<file path="config.mk">
export PLATFORM = sky130hd
export DESIGN_NAME = chan_packetizer_flat
export DESIGN_NICKNAME = d
export VERILOG_FILES = /design/src/chan_cfg_pkg.sv /design/src/chan_data_pkg.sv /design/src/chan_cfg_if.sv /design/src/chan_packetizer.sv /design/src/flat_wrapper.sv
export VERILOG_INCLUDE_DIRS = /design/src
export SDC_FILE = /design/constraint.sdc
export NUM_CORES = 1
export LEC_CHECK = 0
export BUFFER_PORTS_ARGS = -buffer_cell sky130_fd_sc_hd__buf_4
export CAP_MARGIN = 20
export CORE_MARGIN = 2
export CORE_UTILIZATION = 49
export DETAILED_ROUTE_END_ITERATION = 16
export PLACE_DENSITY = 0.81
export SLEW_MARGIN = 30
export SYNTH_ARGS = -nofsm -noshare
export SYNTH_HDL_FRONTEND = slang
export SYNTH_SLANG_ARGS = --single-unit
</file>
<file path="constraint.sdc">
create_clock -name ce_clk -period 3.3 [get_ports ce_clk]
set_clock_uncertainty 0.1 [all_clocks]
set_input_delay 0.165 -clock ce_clk [delete_from_list [all_inputs] [get_ports ce_clk]]
set_output_delay 0.165 -clock ce_clk [all_outputs]
set_load 0.005 [all_outputs]
</file>
<file path="src/chan_defs.svh">
/*
 * Settings bus write and readback addresses, tap count,
 * channel count limit and register reset values
 */
`ifndef CHAN_DEFS_SVH
`define CHAN_DEFS_SVH

//////////////////////////////
// Settings write addresses
//////////////////////////////
// Channel count as log2
`define CHAN_SR_FFT_SIZE     129
// Coefficient write, pointer advances
`define CHAN_SR_RELOAD       131
// Coefficient write, pointer back to 0
`define CHAN_SR_RELOAD_LAST  132
// Outputs per packet
`define CHAN_SR_PKT_SIZE     133

//////////////////////////////
// Readback addresses
//////////////////////////////
`define CHAN_RB_NUM_TAPS     128
`define CHAN_RB_FFT_SIZE     129
`define CHAN_RB_PKT_SIZE     133
`define CHAN_RB_COEF_PTR     134
// Returned for any address not decoded
`define CHAN_RB_BAD          32'h0BADC0DE

//////////////////////////////
// Filter bank limits
//////////////////////////////
`define CHAN_TAPS            4
`define CHAN_MAX_LOG2        4
`define CHAN_PKT_RESET       16

`endif

</file>
<file path="src/chan_cfg_pkg.sv">
/*
 * Control plane types: settings bus address and data,
 * readback data, channel count, packet size, coefficient address
 */
package chan_cfg_pkg;

  //////////////////////////////
  // Settings bus
  //////////////////////////////
  // Register address on the strobed bus
  typedef logic [7:0]  set_addr_t;
  // Write data, only the low bits matter for most registers
  typedef logic [31:0] set_data_t;
  // Registered readback word
  typedef logic [31:0] rb_data_t;

  //////////////////////////////
  // Configuration values
  //////////////////////////////
  // Channel count M = 2**fft_log2, 0 to 4
  typedef logic [2:0]  fft_log2_t;
  // Outputs per packet, 0 is never stored
  typedef logic [15:0] pkt_len_t;
  // Linear coefficient address
  // Tap k of branch b sits at k*M + b
  typedef logic [5:0]  coef_addr_t;

endpackage

</file>
<file path="src/chan_data_pkg.sv">
/*
 * Datapath types: samples, coefficients, products,
 * tap sums and branch index
 */
package chan_data_pkg;

  //////////////////////////////
  // Filter operands
  //////////////////////////////
  // Real input sample
  typedef logic signed [15:0] sample_t;
  // One tap weight
  typedef logic signed [15:0] coef_t;

  //////////////////////////////
  // Filter results
  //////////////////////////////
  // Full precision 16x16 product
  typedef logic signed [31:0] prod_t;
  // Sum of four products
  // Two guard bits so no tap sum can overflow
  typedef logic signed [33:0] acc_t;

  //////////////////////////////
  // Commutator
  //////////////////////////////
  // Branch index, up to 16 branches
  typedef logic [3:0] branch_t;

endpackage

</file>
<file path="src/chan_cfg_if.sv">
/*
 * Configuration and coefficient write link from the
 * settings bank to the filter and the packetizer
 */
`timescale 1ns/1ps

interface chan_cfg_if;

  // Channel count as log2, already clamped
  chan_cfg_pkg::fft_log2_t  fft_log2;
  // Packet size, never 0
  chan_cfg_pkg::pkt_len_t   pkt_len;
  // One-cycle coefficient write
  logic                     coef_stb;
  chan_cfg_pkg::coef_addr_t coef_addr;
  chan_data_pkg::coef_t     coef_data;

  // Settings bank drives everything
  modport ctrl (output fft_log2, pkt_len, coef_stb, coef_addr, coef_data);
  // Filter needs the channel count and coefficient writes
  modport filt (input fft_log2, coef_stb, coef_addr, coef_data);
  // Packetizer needs the packet size only
  modport pack (input pkt_len);

endinterface

</file>
<file path="src/chan_packetizer.sv">
/*
 * Output register stage and packet framing with last flag
 */
`timescale 1ns/1ps
`include "chan_defs.svh"

module chan_packetizer (
  input  logic                    ce_clk,
  input  logic                    i_rst_n,
  chan_cfg_if.pack                i_cfg,
  input  logic                    i_f_stb,
  input  chan_data_pkg::acc_t     i_f_sum,
  input  chan_data_pkg::branch_t  i_f_branch,
  output logic                    o_out_stb,
  output chan_data_pkg::acc_t     o_out_data,
  output chan_data_pkg::branch_t  o_out_chan,
  output logic                    o_out_last
);

  // Outputs already sent in the current packet
  chan_cfg_pkg::pkt_len_t out_cnt;
  logic                   pkt_end;

  // Also true when the size shrank below the count,
  // so an oversized packet closes at the next output
  assign pkt_end = (out_cnt + 1'b1) >= i_cfg.pkt_len;

  //////////////////////////////
  // Framing
  //////////////////////////////
  always_ff @(posedge ce_clk or negedge i_rst_n) begin
    if (!i_rst_n) begin
      out_cnt    <= '0;
      o_out_stb  <= 1'b0;
      o_out_last <= 1'b0;
    end else begin
      o_out_stb  <= i_f_stb;
      // Last only ever rides on a strobe
      o_out_last <= i_f_stb && pkt_end;
      if (i_f_stb) begin
        out_cnt <= pkt_end ? '0 : out_cnt + 1'b1;
      end
    end
  end

  // Result payload
  always_ff @(posedge ce_clk) begin
    if (i_f_stb) begin
      o_out_data <= i_f_sum;
      o_out_chan <= i_f_branch;
    end
  end

endmodule

</file>
<file path="src/flat_wrapper.sv">
// flat-port wrapper written by rule: the top's interface ports become plain ports
module chan_packetizer_flat 
  (ce_clk, i_rst_n, i_f_stb, i_f_sum, i_f_branch, o_out_stb, o_out_data, o_out_chan, o_out_last, i_cfg_pkt_len);
  chan_cfg_if i_cfg_i ();
  input  logic ce_clk;
  input  logic i_rst_n;
  input  logic i_f_stb;
  input  chan_data_pkg::acc_t i_f_sum;
  input  chan_data_pkg::branch_t i_f_branch;
  output logic o_out_stb;
  output chan_data_pkg::acc_t o_out_data;
  output chan_data_pkg::branch_t o_out_chan;
  output logic o_out_last;
  input wire logic [$bits(i_cfg_i.pkt_len)-1:0] i_cfg_pkt_len;
  assign i_cfg_i.pkt_len = i_cfg_pkt_len;
  chan_packetizer u_core (.ce_clk(ce_clk), .i_rst_n(i_rst_n), .i_cfg(i_cfg_i), .i_f_stb(i_f_stb), .i_f_sum(i_f_sum), .i_f_branch(i_f_branch), .o_out_stb(o_out_stb), .o_out_data(o_out_data), .o_out_chan(o_out_chan), .o_out_last(o_out_last));
endmodule
</file>
==> impl_metrics.tcl <==
set metrics [dict create \
    irDropWorstVdd_uv 280 \
    met2_wirelength_mm 3.73 \
    synthesis.nets 272 \
    pre_cts_ws_ns 0.0695 \
    critPathMaxFanout 9 \
    clkPwrFrac_pct 23.0 \
    wl_met3_um 635 \
    yosys_warnings 0 \
    yosysTopAreaCell "edfxtp_1" \
    cts_setup_buffers 0 \
    die_y_um 76.4 \
    p_per_area_mw_per_mm2 436 \
    clkLatencyLatePin_ns 0.32 \
    crit_chain "ha_1, and4_2, nand4_1, xnor2_1, ha_1, nand4_1, nor4_4, a31oi_4, and3_4, a221o_1" \
    drv_cap 0 \
    fin_ws_ns 0.191 \
    max_freq_ghz 0.322 \
    critPathLaunchType "flop" \
    synth.top_cell.area_share_pct 44.4 \
    antenna_found_initial 0 \
    yosysSeqAreaShare_pct 62.0 \
    area_growth_pct 50.9 \
    avgSynthCellArea_sq_um 13.0 \
    reg2reg_depth 10 \
    p_leak_nw 1.76 \
    multi_input_area_sq_um 907 \
    drive_above_1_share_pct 35.4 \
    async_flop_share_pct 32.1 \
    drt-initial-drc-count 188 \
    wl_mm 7.57 \
    gr-total-overflow 0 \
    power.switching_mw 0.497 \
    rr_endpoint "u_core.out_cnt[11]" \
    htree_levels 2 \
    critPathRequiredTime_ns 3.41 \
    root_buffer "clkbuf_8" \
    cpLargestDelayFamily "simple AND/OR/NAND/NOR gates" \
    core_sq_mm 0.00507 \
    topRoutingLayerUsed "met4" \
    fin_nets 412 \
    tightestPinTransition_ns 0.369 \
    n_antenna_cell 0 \
    first_global_vias 2162 \
    rsz0062_at_grt "false" \
    clock_path_buffers 2 \
    timing.rr.start "u_core.out_cnt[0]" \
    switching_share_pct 29.4 \
    portBuffers 96 \
    critPathKind "flop to flop" \
    syn_area_sq_mm 0.00257 \
    grt_first_pass_wirelength_mm 11.9 \
    status "finished, final reports clean" \
    dp_hpwl_mm 4.68 \
    synth-edff-count 38 \
    die_w_um 76.4 \
    drc 0 \
    die-area_sq_mm 0.00584 \
    post-route-min-period_ns 3.11 \
    ys.flop_type "edfxtp_1" \
    routedWlPerCell_um 18.5 \
    seqCellArea_sq_mm 0.00159 \
    synth_most_common_cell "edfxtp_1" \
    vias_per_cell 5.25 \
    comb_power_share_pct 23.7 \
    firstDrtPassIters 4 \
    final_max_slew_viol_count 0 \
    power.internal_mw 1.19 \
    ff2ff_setup_slack_ns 0.19 \
    critPathBufInv 0 \
    hold_viol 0 \
    clk_pin_slew_ns 0.10 \
    synthDistinctLibCells 32 \
    endpoint_kind "flop" \
    cts_buffers 5 \
    clock_sinks 56 \
    fin_tns_setup_ns 0 \
    final_area_sq_mm 0.00387 \
    rows 26 \
    synth_commonest_cells "edfxtp_1 (38), inv_1 (20), nand2_1 (19)" \
    slowest_delay_ns 0.42 \
    synthesis.instances 198 \
    worst_hold_path_type "primary input to async pin" \
    io_pins 97 \
    vias 2149 \
    drt-met1-wl_mm 3.12 \
    start_util_pct 50.6 \
    place_area_sq_mm 0.00337 \
    grt_max_degree 32 \
    synth-seq-cells 56 \
    arrival_ns 3.22 \
    ant_nets 0 \
    synth_area_leaders "edfxtp_1 (44%), dfrtp_1 (18%), ha_1 (8.3%)" \
    critPathSlowestCell "dfrtp_2" \
    cts_tree "yes" \
    fin_crit_sh_pct 94.2 \
    max-slew-margin-rel_pct 75.2 \
    setup_viol 0 \
    grt_usage_pct 26.7 \
    globalplace.congestion 0.857 \
    num-fill-cells 330 \
    power_frac_seq_pct 53.3 \
]
## through the flow
step	total power [mW]	cells	hold WS, ns	util [%]
2_1_floorplan	1.07	198	-0.231	-
3_3_place_gp	1.24	362	-0.0528	66.3
3_5_place_dp	1.25	362	-0.0518	66.3
4_1_cts	1.66	409	0.140	75.8
5_1_grt	1.78	409	0.151	76.4
6_report	1.69	409	0.139	76.4
## worst register-to-register path: stages, from the launching register on
cell and delay (ns):
dfrtp_2 0.42, ha_1 0.26, and4_2 0.32, nand4_1 0.16, xnor2_1 0.18, ha_1 0.28, nand4_1 0.19, nor4_4 0.36
a31oi_4 0.16, and3_4 0.25, a221o_1 0.33
## repair_timing
action / CTS / global route
resized for setup: 0 / 5
endpoints found under the hold margin: 56 / 0
setup endpoints to repair: 0 / 14
hold buffers: 39 / 0
## worst max-delay path by stage
stage / start / endpoint / slack [ns] / cells after the start
floorplan: u_core.out_cnt[2] / u_core.out_cnt[11] / 0.32 / 11
global placement: u_core.out_cnt[5] / u_core.out_cnt[11] / 0.21 / 10
detailed placement: u_core.out_cnt[5] / u_core.out_cnt[11] / 0.07 / 10
CTS: u_core.out_cnt[5] / u_core.out_cnt[11] / 0.06 / 10
global route: u_core.out_cnt[0] / u_core.out_cnt[11] / 0.02 / 10
finish: u_core.out_cnt[0] / u_core.out_cnt[11] / 0.19 / 10
## layout by cell type, fill, tap and decap left out, types with 2 or more instances in the layout
cell           instances
edfxtp_1              38
xnor2_1               10
nand2_1               19
ha_1                  17
buf_4                 97
nor4_4                 2
a41oi_1                3
a21oi_1                6
nand4_1                4
nor2b_1                8
o21ai_0                4
o22ai_1                3
o2bb2ai_1              4
nor2_1                 4
dfrtp_1               17
nand3_1               10
and4_2                 2
a31o_2                 7
inv_1                 20
dlygate4sd3_1         39
nand2b_1               4
xor2_1                 2
clkbuf_8               5
## area by class of cell
| class | count | share of cell area [%] |
|---|---|---|
| inverter | 21 | 2.03 |
| timing repair buffer | 136 | 28.9 |
| clock inverter | 3 | 0.549 |
| sequential | 56 | 41.1 |
| clock buffer | 5 | 1.78 |
| tap | 70 | 2.26 |
| multi-input combinational | 118 | 23.4 |
## metal layers
| layer | up-vias | global-route usage [%] |
|---|---|---|
| li1 | 999 | - |
| met1 | 1010 | 35.1 |
| met2 | 132 | 45.0 |
| met3 | 8 | 6.64 |
| met4 | 0 | 5.82 |
| met5 | - | 0 |
## state kept, by name (all words and copies together) (netlist names)
signal	count
u_core.o_out_last	1
u_core.out_cnt	16
u_core.o_out_chan	4
u_core.o_out_stb	1
u_core.o_out_data	34
## logic make-up after synthesis
group                      count (synthesis)  share of synthesized area, %
and+or+nand+nor                           58                          12.7
muxes                                      1                         0.390
buffers and inverters                     24                          3.80
xor gates and xnor gates                  12                          4.09
AOI/OAI and AO/OA                         30                          8.77
DFF                                       56                          62.0
adders and majority gates                 17                          8.28
## power groups by stage
| stage | clock, mW | combinational [mW] | sequential, mW |
|---|---|---|---|
| finish | 0.388 | 0.401 | 0.901 |
| global route | 0.416 | 0.450 | 0.910 |
| CTS | 0.384 | 0.385 | 0.894 |
| detailed placement | 0 | 0.345 | 0.910 |
| global placement | 0 | 0.336 | 0.902 |
| floorplan | 0 | 0.172 | 0.901 |
Note: power is estimated with default switching activity, not from simulation.
