<file path="src/chan_defs.svh">
/*
 * Settings bus write and readback addresses, tap count,
 * channel count limit and register reset values
 */
`ifndef CHAN_DEFS_SVH
`define CHAN_DEFS_SVH

//////////////////////////////
// Settings write addresses
//////////////////////////////
// Channel count as log2
`define CHAN_SR_FFT_SIZE     129
// Coefficient write, pointer advances
`define CHAN_SR_RELOAD       131
// Coefficient write, pointer back to 0
`define CHAN_SR_RELOAD_LAST  132
// Outputs per packet
`define CHAN_SR_PKT_SIZE     133

//////////////////////////////
// Readback addresses
//////////////////////////////
`define CHAN_RB_NUM_TAPS     128
`define CHAN_RB_FFT_SIZE     129
`define CHAN_RB_PKT_SIZE     133
`define CHAN_RB_COEF_PTR     134
// Returned for any address not decoded
`define CHAN_RB_BAD          32'h0BADC0DE

//////////////////////////////
// Filter bank limits
//////////////////////////////
`define CHAN_TAPS            4
`define CHAN_MAX_LOG2        4
`define CHAN_PKT_RESET       16

`endif

</file>
<file path="src/chan_cfg_pkg.sv">
/*
 * Control plane types: settings bus address and data,
 * readback data, channel count, packet size, coefficient address
 */
package chan_cfg_pkg;

  //////////////////////////////
  // Settings bus
  //////////////////////////////
  // Register address on the strobed bus
  typedef logic [7:0]  set_addr_t;
  // Write data, only the low bits matter for most registers
  typedef logic [31:0] set_data_t;
  // Registered readback word
  typedef logic [31:0] rb_data_t;

  //////////////////////////////
  // Configuration values
  //////////////////////////////
  // Channel count M = 2**fft_log2, 0 to 4
  typedef logic [2:0]  fft_log2_t;
  // Outputs per packet, 0 is never stored
  typedef logic [15:0] pkt_len_t;
  // Linear coefficient address
  // Tap k of branch b sits at k*M + b
  typedef logic [5:0]  coef_addr_t;

endpackage

</file>
<file path="src/chan_data_pkg.sv">
/*
 * Datapath types: samples, coefficients, products,
 * tap sums and branch index
 */
package chan_data_pkg;

  //////////////////////////////
  // Filter operands
  //////////////////////////////
  // Real input sample
  typedef logic signed [15:0] sample_t;
  // One tap weight
  typedef logic signed [15:0] coef_t;

  //////////////////////////////
  // Filter results
  //////////////////////////////
  // Full precision 16x16 product
  typedef logic signed [31:0] prod_t;
  // Sum of four products
  // Two guard bits so no tap sum can overflow
  typedef logic signed [33:0] acc_t;

  //////////////////////////////
  // Commutator
  //////////////////////////////
  // Branch index, up to 16 branches
  typedef logic [3:0] branch_t;

endpackage

</file>
<file path="src/chan_cfg_if.sv">
/*
 * Configuration and coefficient write link from the
 * settings bank to the filter and the packetizer
 */
`timescale 1ns/1ps

interface chan_cfg_if;

  // Channel count as log2, already clamped
  chan_cfg_pkg::fft_log2_t  fft_log2;
  // Packet size, never 0
  chan_cfg_pkg::pkt_len_t   pkt_len;
  // One-cycle coefficient write
  logic                     coef_stb;
  chan_cfg_pkg::coef_addr_t coef_addr;
  chan_data_pkg::coef_t     coef_data;

  // Settings bank drives everything
  modport ctrl (output fft_log2, pkt_len, coef_stb, coef_addr, coef_data);
  // Filter needs the channel count and coefficient writes
  modport filt (input fft_log2, coef_stb, coef_addr, coef_data);
  // Packetizer needs the packet size only
  modport pack (input pkt_len);

endinterface

</file>
<file path="src/chan_settings.sv">
/*
 * Settings register bank: fft_log2, packet size and coefficient
 * reload pointer, coefficient write strobe, registered readback
 */
`timescale 1ns/1ps
`include "chan_defs.svh"

module chan_settings (
  input  logic                      ce_clk,
  input  logic                      i_rst_n,
  input  logic                      i_set_stb,
  input  chan_cfg_pkg::set_addr_t   i_set_addr,
  input  chan_cfg_pkg::set_data_t   i_set_data,
  input  chan_cfg_pkg::set_addr_t   i_rb_addr,
  output chan_cfg_pkg::rb_data_t    o_rb_data,
  chan_cfg_if.ctrl                  o_cfg
);

  chan_cfg_pkg::fft_log2_t  fft_log2;
  chan_cfg_pkg::pkt_len_t   pkt_len;
  chan_cfg_pkg::coef_addr_t coef_ptr;
  logic                     coef_stb;
  chan_cfg_pkg::coef_addr_t coef_addr;
  chan_data_pkg::coef_t     coef_data;
  logic                     reload_hit;
  chan_cfg_pkg::rb_data_t   rb_next;

  // Either reload address writes a coefficient
  assign reload_hit = i_set_stb &&
                      ((i_set_addr == `CHAN_SR_RELOAD) ||
                       (i_set_addr == `CHAN_SR_RELOAD_LAST));

  //////////////////////////////
  // Register writes
  //////////////////////////////
  always_ff @(posedge ce_clk or negedge i_rst_n) begin
    if (!i_rst_n) begin
      // Eight channels out of reset
      fft_log2 <= chan_cfg_pkg::fft_log2_t'(3);
      pkt_len  <= chan_cfg_pkg::pkt_len_t'(`CHAN_PKT_RESET);
      coef_ptr <= '0;
      coef_stb <= 1'b0;
    end else begin
      // Strobe lasts a single cycle
      coef_stb <= reload_hit;
      if (i_set_stb) begin
        case (i_set_addr)
          `CHAN_SR_FFT_SIZE: begin
            // Anything above the limit saturates
            if (i_set_data > `CHAN_MAX_LOG2) begin
              fft_log2 <= chan_cfg_pkg::fft_log2_t'(`CHAN_MAX_LOG2);
            end else begin
              fft_log2 <= i_set_data[2:0];
            end
          end
          `CHAN_SR_PKT_SIZE: begin
            // Zero length packets make no sense, keep old size
            if (i_set_data[15:0] != '0) begin
              pkt_len <= i_set_data[15:0];
            end
          end
          `CHAN_SR_RELOAD: coef_ptr <= coef_ptr + 1'b1;
          `CHAN_SR_RELOAD_LAST: coef_ptr <= '0;
          default: ;
        endcase
      end
    end
  end

  // Coefficient payload goes out with the pointer before it moves
  always_ff @(posedge ce_clk) begin
    if (reload_hit) begin
      coef_addr <= coef_ptr;
      coef_data <= $signed(i_set_data[15:0]);
    end
  end

  assign o_cfg.fft_log2  = fft_log2;
  assign o_cfg.pkt_len   = pkt_len;
  assign o_cfg.coef_stb  = coef_stb;
  assign o_cfg.coef_addr = coef_addr;
  assign o_cfg.coef_data = coef_data;

  //////////////////////////////
  // Readback
  //////////////////////////////
  always_comb begin
    case (i_rb_addr)
      // Total taps is M branches times taps per branch
      `CHAN_RB_NUM_TAPS: rb_next = chan_cfg_pkg::rb_data_t'(`CHAN_TAPS) << fft_log2;
      `CHAN_RB_FFT_SIZE: rb_next = chan_cfg_pkg::rb_data_t'(fft_log2);
      `CHAN_RB_PKT_SIZE: rb_next = chan_cfg_pkg::rb_data_t'(pkt_len);
      `CHAN_RB_COEF_PTR: rb_next = chan_cfg_pkg::rb_data_t'(coef_ptr);
      default:           rb_next = `CHAN_RB_BAD;
    endcase
  end

  // No read strobe, the word follows the address one cycle later
  always_ff @(posedge ce_clk or negedge i_rst_n) begin
    if (!i_rst_n) begin
      o_rb_data <= '0;
    end else begin
      o_rb_data <= rb_next;
    end
  end

endmodule

</file>
<file path="src/flat_wrapper.sv">
// flat-port wrapper written by rule: the top's interface ports become plain ports
module chan_settings_flat 
  (ce_clk, i_rst_n, i_set_stb, i_set_addr, i_set_data, i_rb_addr, o_rb_data, o_cfg_fft_log2, o_cfg_pkt_len, o_cfg_coef_stb, o_cfg_coef_addr, o_cfg_coef_data);
  chan_cfg_if o_cfg_i ();
  input  logic ce_clk;
  input  logic i_rst_n;
  input  logic i_set_stb;
  input  chan_cfg_pkg::set_addr_t i_set_addr;
  input  chan_cfg_pkg::set_data_t i_set_data;
  input  chan_cfg_pkg::set_addr_t i_rb_addr;
  output chan_cfg_pkg::rb_data_t o_rb_data;
  output wire logic [$bits(o_cfg_i.fft_log2)-1:0] o_cfg_fft_log2;
  output wire logic [$bits(o_cfg_i.pkt_len)-1:0] o_cfg_pkt_len;
  output wire logic [$bits(o_cfg_i.coef_stb)-1:0] o_cfg_coef_stb;
  output wire logic [$bits(o_cfg_i.coef_addr)-1:0] o_cfg_coef_addr;
  output wire logic [$bits(o_cfg_i.coef_data)-1:0] o_cfg_coef_data;
  assign o_cfg_fft_log2 = o_cfg_i.fft_log2;
  assign o_cfg_pkt_len = o_cfg_i.pkt_len;
  assign o_cfg_coef_stb = o_cfg_i.coef_stb;
  assign o_cfg_coef_addr = o_cfg_i.coef_addr;
  assign o_cfg_coef_data = o_cfg_i.coef_data;
  chan_settings u_core (.ce_clk(ce_clk), .i_rst_n(i_rst_n), .i_set_stb(i_set_stb), .i_set_addr(i_set_addr), .i_set_data(i_set_data), .i_rb_addr(i_rb_addr), .o_rb_data(o_rb_data), .o_cfg(o_cfg_i));
endmodule
</file>
<file path="config.mk">
export PLATFORM = sky130hd
export DESIGN_NAME = chan_settings_flat
export DESIGN_NICKNAME = d
export VERILOG_FILES = /design/src/chan_cfg_pkg.sv /design/src/chan_data_pkg.sv /design/src/chan_cfg_if.sv /design/src/chan_settings.sv /design/src/flat_wrapper.sv
export VERILOG_INCLUDE_DIRS = /design/src
export SDC_FILE = /design/constraint.sdc
export NUM_CORES = 1
export LEC_CHECK = 0
export ABC_AREA = 0
export BUFFER_PORTS_ARGS = -buffer_cell sky130_fd_sc_hd__buf_2
export CAP_MARGIN = 20
export CORE_MARGIN = 5
export CORE_UTILIZATION = 40
export DETAILED_ROUTE_END_ITERATION = 7
export PLACE_DENSITY = 0.8
export SYNTH_ARGS = -nofsm -noshare
export SYNTH_HDL_FRONTEND = slang
export SYNTH_SLANG_ARGS = --single-unit
</file>
<file path="constraint.sdc">
create_clock -name ce_clk -period 1.35 [get_ports ce_clk]
set_clock_uncertainty 0.15 [all_clocks]
set_input_delay 0.405 -clock ce_clk [delete_from_list [all_inputs] [get_ports ce_clk]]
set_output_delay 0.405 -clock ce_clk [all_outputs]
set_load 0.05 [all_outputs]
</file>
==> impl_results.md, run 1 <==
* Failing checks: negative setup slack
* Clock root cell: clkbuf_8
* Setup Slack @ Placement at -1030 ps
* DR vias/cell at 5.63
* DRT iter0 DRCs at between 200 and 250
* Placed instance area at between 0.004 and 0.005 mm2
* Total negative slack at -33680 ps
* Cell with the most instances after synthesis: dfrtp_1
* Final hold violations at 0
* Pwr dens at between 800 and 900 mW/mm2
* Max FO, Critical Path at 16
* Worst Hold Depth at 1
* Synth Flop Type: dfrtp_1
* Cell chain of the critical path: buf_2 > nor4_4 > nand4_1 > o2111ai_4 > buf_12 > mux2_2
* Crit-path max cell delay at between 300 and 400 ps
* Post-synth top area share at 0.351
* EDFF count, synth at 22
* Setup WS post-layout at -572 ps
* Mapped Cells at roughly 210
* Switching Share at 0.296
* Share of total power in combinational logic at 0.167
* Critical path class: input port to register
* Worst Hold Endpoint: u_core.o_cfg.coef_data[3]$_DFFE_PP_
* Setup-failing EPs final at around 120
* Mapped Area at ~0.0029 mm2
* Final Cell Area at 0.00506 mm2
* WP data arrival at 2000 ps
* Leakage at roughly 0.0023 uW
* Pre-antenna DRT Iters at 5
* Post-synthesis register bit count at 65
* Fin crit period at 1920 ps
* DP HPWL at about 6400 um
* # rows at 30
* Clock Latency Late Sink at ~360 ps
* Synth top area cells: dfrtp_1, edfxtp_1, mux2_4
* Die H at between 90 and 100 um
* Mean Syn Cell Area at 13.3 um2
* Period utilization at 1.42
* Worst Hold Class: input port to register
* Hold path start: i_set_data[3]
* R2R depth at 4
* CTS H-tree lvls at 3
* Sequential cell fraction of total power at 0.485
* Routed len/inst at 22.1 um
* Total GRT Usage at 0.233
* Pint at 3060 uW
* CTS sink cnt at 65
* Die area at between 0.008 and 0.009 mm2
* Async S/R FF share, synth at 0.662
* Final ANT Viol Nets at 0
* Core footprint at 0.00687 mm2
* Final net count at 467
* Vias after detailed routing at 2905
* RR Startpoint: u_core.coef_ptr[2]$_DFFE_PN0P_
* Largest net degree at the start of global routing at 17
* Unrepaired setup endpoints after global routing: true
* Critical path required time at between 1000 and 1500 ps
* Final wirelength at roughly 11000 um
* Die extent in x at 94.4 um
* First-pass GRT wire length at between 15000 and 20000 um
* Top cell types by occurrence after synthesis: dfrtp_1, edfxtp_1, buf_4, nand2_1
* R2R setup slack at -230 ps
* Total CTS buffers at 9
* Status: complete, but fails checks
* Yosys top cell by area: dfrtp_1
* IO buf count at roughly 120
* Psw at between 1000 and 1500 uW
* Maximum root-to-sink buffer count at 2
* R2R Path End: u_core.coef_ptr[4]$_DFFE_PN0P_
* Worst Setup Start Kind: input port
* Ys Warns at 0
* Antenna diode count at 0
* Max VDD drop at ~0.5 mV
* Highest clock rate at roughly 520 MHz
* Syn-to-layout area delta at 77.4%
* Initial Utilization at 0.415
* Placer Congestion at approximately 0.86
* CTS tree: built
* Antenna violations before repair at 0
* Slew Viols, Final at 0
* Number of global-route vias before repair at 2868
* Slowest cell on the critical path: mux2_2
* Clk pin slew, worst setup/hold paths at approximately 90 ps
* Layout cells sized above 1 at 0.660
* Post-synth cell types at 45
* Overflow left after global routing at 0
* DRC at 0
* Clock network power share at 0.348
* I/O pin cnt at 125
* Sequential fraction of the synthesis area at 0.610
* Max cap viols at 0
* Worst setup EP type: register
[layer usage]
metal  GRT usage  part of all wire  vias up
met4      0.0939             0.062        0
li1            -                 -     1173
met1       0.267              0.34     1397
met3      0.0558              0.10       87
met2       0.418              0.49      248
met5           0                 0        -
[critical path, delay by kind of cell]
family | cells | cell delay (ps)
compound gates | 1 | 290
buf+inv | 2 | 350
mux | 1 | 370
simple gates | 2 | 580
[cell usage in the layout, fill, tap and decap left out, drive strengths merged, types with 3 or more instances in the layout]
cell and count:
o21ai 11, a21oi 5, edfxtp 22, o2bb2ai 4
dfrtp 40, or2 3, nand2 14, mux2 18
dfstp 3, clkbuf 11, nor3 5, nand3 5
and2 5, nor2 7, clkinv 3, conb 8
inv 10, nor4 10, buf 200, a22o 6
[cell families (layout without fill, tap and decap cells)]
| kind of cell | after synthesis | in the layout | synth area share |
|---|---|---|---|
| buffers and inverters | 28 | 227 | 0.0592 |
| adder cells (fa/ha/maj) | 1 | 1 | 0.00439 |
| other | 1 | 8 | 0.00132 |
| AND/OR/NAND/NOR | 61 | 61 | 0.132 |
| AO/OA/AOI/OAI | 39 | 39 | 0.105 |
| flip-flops | 65 | 65 | 0.610 |
| multiplexers | 19 | 19 | 0.0878 |
[stage by stage]
step	total power, uW	util	cells	hold slack [ps]
floorplan	2440	-	221	-40.6
global placement	2690	0.585	473	167
detailed placement	2710	0.585	473	183
CTS	4220	0.713	509	127
global route	4500	0.736	516	124
finish	4350	0.736	516	145
[cell type report]
class / instances / area (um2)
clock buffer: 10 / 128
clock inverter: 6 / 42.5
fill: 384 / 1810
inverter: 9 / 40.0
multi-input combinational: 128 / 1210
sequential: 65 / 1750
tap: 96 / 120
timing repair buffer: 202 / 1770
[sequential cells by signal (all words and copies together) (netlist names)]
| register | cells |
|---|---|
| u_core.o_cfg.coef_addr | 6 |
| u_core.coef_ptr | 6 |
| u_core.o_cfg.coef_data | 16 |
| u_core.o_cfg.fft_log2 | 3 |
| u_core.o_cfg.coef_stb | 1 |
| u_core.o_cfg.pkt_len | 16 |
| u_core.o_rb_data | 17 |
[power groups by stage]
stage,sequential [uW],clock [uW],combinational [uW]
after global routing,2110,1620,764
after detailed placement,2150,0,562
after CTS,2110,1450,666
after global placement,2140,0,548
final,2110,1520,727
after floorplan,2240,0,205
[repair_timing]
| action | in CTS | in global routing |
|---|---|---|
| gates resized for setup | 164 | 21 |
| setup endpoints to repair | 119 | 121 |
| buffers inserted | 20 | 8 |
| pin swaps | 9 | 18 |
| cloned | 0 | 1 |
| hold buffers | 1 | 0 |
| endpoints found under the hold margin | 9 | 0 |
[worst max-delay path by stage]
stage	from	endpoint	slack [ps]	cells after the start
floorplan	i_set_addr[5]	u_core.o_cfg.pkt_len[10]$_DFFE_PN0P_	-770	5
global placement	i_set_data[15]	u_core.o_cfg.pkt_len[15]$_DFFE_PN0P_	-920	6
detailed placement	i_set_data[15]	u_core.o_cfg.pkt_len[1]$_DFFE_PN0P_	-1030	6
CTS	i_set_data[15]	u_core.o_cfg.pkt_len[15]$_DFFE_PN0P_	-520	6
global route	i_set_data[10]	u_core.o_cfg.pkt_len[15]$_DFFE_PN0P_	-600	6
finish	i_set_data[10]	u_core.o_cfg.pkt_len[15]$_DFFE_PN0P_	-570	6
Power figures use the tool's default switching activity.
==> run 2, diff against run 1 <==
--- a/config.mk
+++ b/config.mk
@@ -6,13 +6,13 @@
 export SDC_FILE = /design/constraint.sdc
 export NUM_CORES = 1
 export LEC_CHECK = 0
-export ABC_AREA = 0
+export ABC_AREA = 1
 export BUFFER_PORTS_ARGS = -buffer_cell sky130_fd_sc_hd__buf_2
 export CAP_MARGIN = 20
 export CORE_MARGIN = 5
 export CORE_UTILIZATION = 40
 export DETAILED_ROUTE_END_ITERATION = 7
-export PLACE_DENSITY = 0.8
+export PLACE_DENSITY = 0.79
 export SYNTH_ARGS = -nofsm -noshare
 export SYNTH_HDL_FRONTEND = slang
 export SYNTH_SLANG_ARGS = --single-unit
==> impl_results.md, run 2 <==
* Status: complete, but fails checks
* Failing checks: negative setup slack
* R2R depth at 6
* Slew Viols, Final at 0
* I/O pin cnt at around 130
* Die H at 97.9 um
* Fin crit period at between 1500 and 2000 ps
* Highest clock rate at between 500 and 600 MHz
* Synth top area cells: dfrtp_1, edfxtp_1, nand2_1
* Cell chain of the critical path: buf_8
* Placed insts at between 600 and 700
* Core footprint at 0.00761 mm2
* Leakage at between 0.002 and 0.003 uW
* R2R Path End: u_core.o_rb_data[6]$_DFF_PN0_
* Initial Utilization at 0.406
* Async S/R FF share, synth at 0.662
* Most frequent cells in the layout: nand2_1, buf_6, buf_4
* Layout cells sized above 1 at 0.496
* Clock Latency Late Sink at 350 ps
* Final net count at approximately 590
* Pwr dens at approximately 830 mW/mm2
* Placed instance area at ~0.0042 mm2
* Hold path start: i_set_data[12]
* WP data arrival at roughly 1100 ps
* Yosys top cell by area: dfrtp_1
* Final ANT Viol Nets at 0
* Hold slack at between 200 and 250 ps
* DP HPWL at ~6500 um
* Number of flip-flops in the largest register at 17
* Cell with the most instances after synthesis: nand2_1
* Die extent in x at between 90 and 100 um
* Worst setup EP type: output pin
* Largest net degree at the start of global routing at 44
* Synth Flop Type: dfrtp_1
* Commonest non-fill, non-tap cell in the layout: nand2_1
* Worst Hold Class: input port to register
* DRC at 0
* Antenna diode count at 0
* Vias after detailed routing at approximately 3300
* Worst Hold Endpoint: u_core.o_cfg.coef_data[12]$_DFFE_PP_
* Sequential fraction of the synthesis area at 0.563
* Setup Slack @ Placement at -315 ps
* Ys Warns at 0
* Max FO, Critical Path at 2
* Overflow left after global routing at 0
* DR vias/cell at roughly 5.0
* Mean Syn Cell Area at between 9 and 10 um2
* Max cap viols at 0
* Max VDD drop at 0.444 mV
* Number of global-route vias before repair at around 3000
* Fin util at 0.692
* Maximum root-to-sink buffer count at 2
* Clock root cell: clkbuf_8
* CTS sink cnt at between 60 and 70
* Period utilization at 1.25
* Worst Setup Start Kind: register
* Final wirelength at ~11000 um
* Unrepaired setup endpoints after global routing: true
* Post-synthesis register bit count at 65
* Post-synth cell types at 34
* Pre-antenna DRT Iters at 5
* Post-synth top area share at 0.324
* Non-filler cells, final at 646
* Die area at approximately 0.0096 mm2
* Total CTS buffers at 9
* Mapped Cells at between 300 and 400
* DRT iter0 DRCs at 211
* Mapped Area at 0.00309 mm2
* Total GRT Usage at 0.191
* RR Startpoint: u_core.o_cfg.fft_log2[0]$_DFFE_PN1P_
* Routed len/inst at 16.4 um
* Setup-failing EPs final at 112
* Register name with the most flops: u_core.o_rb_data
* CTS tree: built
* Clk pin slew, worst setup/hold paths at roughly 70 ps
* R2R setup slack at -120 ps
* Final Cell Area at between 0.005 and 0.006 mm2
* IO buf count at between 100 and 150
* CTS H-tree lvls at 3
* CP top delay family: flip-flops
* EDFF count, synth at 22
* Antenna violations before repair at 0
* Final hold violations at 0
* WP buf/inv at 1
* Regs by FF count: u_core.o_rb_data x17, u_core.o_cfg.coef_data x16, u_core.o_cfg.pkt_len x16
* Critical path required time at around 800 ps
* Syn-to-layout area delta at 70.5%
* First-pass GRT wire length at 14500 um
* # rows at 32
* Placer Congestion at between 0.9 and 1
* Setup WS post-layout at -334 ps
* Critical path class: register to output pin
* Top cell types by occurrence after synthesis: nand2_1, nor2_1, nand3_1, dfrtp_1, inv_1
* Worst Hold Depth at 2
* Slowest cell on the critical path: dfstp_4
* Crit-path max cell delay at between 600 and 700 ps
run 2: changes by cell type after synthesis, sizes merged, moves of 4 or more:
| cell | change |
|---|---|
| nand2 | +78 |
| nor4 | -10 |
| buf | +5 |
| nand3 | +43 |
| a22o | -6 |
| mux2 | -18 |
| nor2 | +46 |
| nand4 | +6 |
| inv | +25 |
| o2bb2ai | -4 |
| o21ai | -6 |
run 2: where the power goes:
| part | switching (uW) | internal [uW] | leakage, uW | total [uW] |
|---|---|---|---|---|
| clock | 709 | 822 | 0.0000910 | 1530 |
| combinational | 430 | 290 | 0.00168 | 720 |
| sequential | 38.0 | 2080 | 0.000735 | 2120 |
run 2: metrics by stage:
step / total power (uW) / setup TNS [ps]
final: 4370 / -10000
after global routing: 4540 / -13410
after CTS: 4290 / -8720
after detailed placement: 2740 / -17250
after global placement: 2730 / -14320
after floorplan: 2470 / -10390
run 2: layer usage:
layer | up-vias | share of wire | GRT usage | wire length, um
met5 | - | 0 | 0 | 0
met4 | 0 | 0.045 | 0.0852 | 480
met3 | 38 | 0.078 | 0.0607 | 828
met2 | 189 | 0.53 | 0.340 | 5590
met1 | 1546 | 0.35 | 0.208 | 3700
li1 | 1481 | - | - | -
run 2: final cells by class:
type                       count  area (um2)
sequential                    65        1750
inverter                      35         151
fill                         548        2340
clock buffer                  16         180
multi-input combinational    230        1290
tap                          102         128
timing repair buffer         198        1760
run 2: how the worst max path moves through the flow:
stage | start | endpoint | slack [ps] | depth (start not counted)
final | u_core.o_cfg.fft_log2[0]$_DFFE_PN1P_ | o_cfg_fft_log2[0] | -330 | 1
after global routing | u_core.o_cfg.fft_log2[0]$_DFFE_PN1P_ | o_cfg_fft_log2[0] | -360 | 1
after CTS | u_core.o_cfg.fft_log2[0]$_DFFE_PN1P_ | o_cfg_fft_log2[0] | -330 | 1
after floorplan | i_set_addr[4] | u_core.o_cfg.coef_addr[0]$_DFFE_PP_ | -360 | 3
after detailed placement | i_rb_addr[6] | u_core.o_rb_data[7]$_DFF_PN0_ | -320 | 7
after global placement | i_rb_addr[6] | u_core.o_rb_data[7]$_DFF_PN0_ | -250 | 7
run 2: kinds of logic (layout without fill, tap and decap cells):
family | Yosys count | in the layout | synth area share
flops | 65 | 65 | 0.563
other cells | 1 | 8 | 0.00121
xor+xnor | 3 | 3 | 0.00851
buf+inv | 56 | 249 | 0.0964
compound gates | 11 | 11 | 0.0247
fa+ha+maj | 1 | 1 | 0.00405
simple gates | 206 | 207 | 0.302
run 2: repair_timing:
action,CTS,global route
gates cloned,0,3
pin swaps,2,34
hold buffers,1,0
buffers inserted,10,14
gates resized for setup,137,58
hold endpoints to repair,40,0
endpoints found under the setup margin,71,84
==> run 3, diff against run 2 <==
--- a/config.mk
+++ b/config.mk
@@ -12,7 +12,7 @@
 export CORE_MARGIN = 5
 export CORE_UTILIZATION = 40
 export DETAILED_ROUTE_END_ITERATION = 7
-export PLACE_DENSITY = 0.79
+export PLACE_DENSITY = 0.76
 export SYNTH_ARGS = -nofsm -noshare
 export SYNTH_HDL_FRONTEND = slang
 export SYNTH_SLANG_ARGS = --single-unit
==> constraint.sdc (replaced) <==
create_clock -name ce_clk -period 2.15 [get_ports ce_clk]
set_clock_uncertainty 0.15 [all_clocks]
set_input_delay 0.645 -clock ce_clk [delete_from_list [all_inputs] [get_ports ce_clk]]
set_output_delay 0.645 -clock ce_clk [all_outputs]
set_load 0.05 [all_outputs]
==> impl_results.md, run 3 (synthesis results as in run 2) <==
* Largest net degree at the start of global routing at 28
* Share of total power in combinational logic at 0.120
* Hold-fix buffers, CTS at 0
* Routed len/inst at approximately 14 um
* Number of global-route vias before repair at between 2000 and 3000
* Max cap viols at 0
* WP data arrival at 1240 ps
* M1 GR Usage at 0.207
* Psw at 661 uW
* Max VDD drop at 0.312 mV
* Sequential cell fraction of total power at 0.527
* DRT iter0 DRCs at between 100 and 150
* Switching Share at 0.261
* Die H at roughly 98 um
* Pint at approximately 1900 uW
* Post-CTS setup buffers at 0
* Most frequent cells in the layout: buf_2, nand2_1, nor2_1
* Pre-antenna DRT Iters at 4
* # fillers at roughly 730
* WP buf/inv at 1
* Regs by FF count: u_core.o_rb_data x17, u_core.o_cfg.coef_data x16, u_core.o_cfg.pkt_len x16
* Setup-failing EPs final at 0
* Leakage at 0.00191 uW
* Worst setup EP type: output pin
* Number of flip-flops in the largest register at 17
* Highest clock rate at approximately 490 MHz
* Worst rel slew slack at 0.603
* Clock root cell: clkbuf_8
* Clk pin slew, worst setup/hold paths at about 60 ps
* Initial Utilization at 0.406
* Cell chain of the critical path: buf_2
* CTS tree: built
* Maximum root-to-sink buffer count at 2
* Unrepaired setup endpoints after global routing: false
* Total CTS buffers at 9
* Antenna diode count at 0
* Final ANT Viol Nets at 0
* GRT met3 Usage at 0.0507
* Slowest cell on the critical path: dfstp_2
* Slew Viols, Final at 0
* Fin crit period at ~2000 ps
* Final net count at slightly above 500
* Final hold violations at 0
* Slew @ Worst Pin at just under 600 ps
* I/O pin cnt at between 100 and 150
* CTS sink cnt at 65
* Crit-path max cell delay at 620 ps
* Commonest non-fill, non-tap cell in the layout: buf_2
* # rows at 32
* Pwr dens at ~650 mW/mm2
* Status: finished, final reports clean
* Register name with the most flops: u_core.o_rb_data
* Busiest grt layer: met2
* IO buf count at 116
* Non-filler cells, final at between 500 and 600
* Critical path required time at 1350 ps
* Setup WS post-layout at around 110 ps
* Antenna violations before repair at 0
* Die area at between 0.009 and 0.01 mm2
* Placer Congestion at between 0.9 and 1
* Clock network power share at 0.353
* Critical path class: register to output pin
* Grt met2 use at 0.286
* Die extent in x at about 100 um
* Max FO, Critical Path at 8
* Vias after detailed routing at 2662
* First-pass GRT wire length at roughly 13000 um
* DRC at 0
* CTS H-tree lvls at 3
* Core footprint at 0.00761 mm2
* DR vias/cell at 4.65
* Total GRT Usage at 0.169
* Syn-to-layout area delta at 26.9%
* Worst Setup Start Kind: register
* CP top delay family: flip-flops
* Total negative slack at 0 ps
* Multi-input gate area at ~0.0011 mm2
* Clock Latency Late Sink at 330 ps
* Layout cells sized above 1 at 0.336
* Register area at roughly 0.0017 mm2
* PostCTS Resize Cnt at 0
* Overflow left after global routing at 0
* Period utilization at 0.949
* Final wirelength at ~7800 um
* Worst Hold Class: input port to async pin
* Placed insts at 556
* Setup Slack @ Placement at about 150 ps
* DP HPWL at approximately 6300 um
[run 3: routing by layer]
layer / part of all wire / vias up
li1: - / 1330
met1: 0.42 / 1226
met2: 0.49 / 97
met3: 0.075 / 9
met4: 0.013 / 0
met5: 0 / -
[run 3: path summary, 6_finish.rpt]
kind                       depth (start not counted)                                 start                              endpoint  slack (ps)
setup / recovery                                   1  u_core.o_cfg.fft_log2[1]$_DFFE_PN1P_                     o_cfg_fft_log2[1]         110
hold / removal                                     1                               i_rst_n       u_core.o_cfg.coef_stb$_DFF_PN0_         150
setup reg to reg                                   5        u_core.coef_ptr[0]$_DFFE_PN0P_        u_core.coef_ptr[4]$_DFFE_PN0P_         780
hold reg to reg                                    2  u_core.o_cfg.pkt_len[10]$_DFFE_PN0P_  u_core.o_cfg.pkt_len[10]$_DFFE_PN0P_         350
max in group asynchronous                          2                               i_rst_n  u_core.o_cfg.fft_log2[0]$_DFFE_PN1P_        1110
min in group ce_clk                                2  u_core.o_cfg.pkt_len[10]$_DFFE_PN0P_  u_core.o_cfg.pkt_len[10]$_DFFE_PN0P_         350
[run 3: power by group through the flow]
stage	clock [uW]	sequential [uW]	combinational [uW]
after floorplan	0	1420	122
after global placement	0	1360	300
after detailed placement	0	1360	307
after CTS	911	1340	308
after global routing	980	1340	334
final	896	1340	305
[run 3: through the flow]
step	hold slack [ps]	instance area (um2)	total power, uW	util
2_1_floorplan	199	3120	1540	-
3_3_place_gp	326	3750	1660	0.493
3_5_place_dp	330	3750	1670	0.493
4_1_cts	158	3920	2560	0.515
5_1_grt	179	3920	2650	0.515
6_report	146	3920	2540	0.515
[run 3: layout make-up]
cell class | count | share of cell area
Tap cell | 102 | 0.0326
Multi-Input combinational cell | 229 | 0.275
Clock buffer | 16 | 0.0434
Sequential cell | 65 | 0.444
Inverter | 35 | 0.0335
Timing Repair Buffer | 125 | 0.172
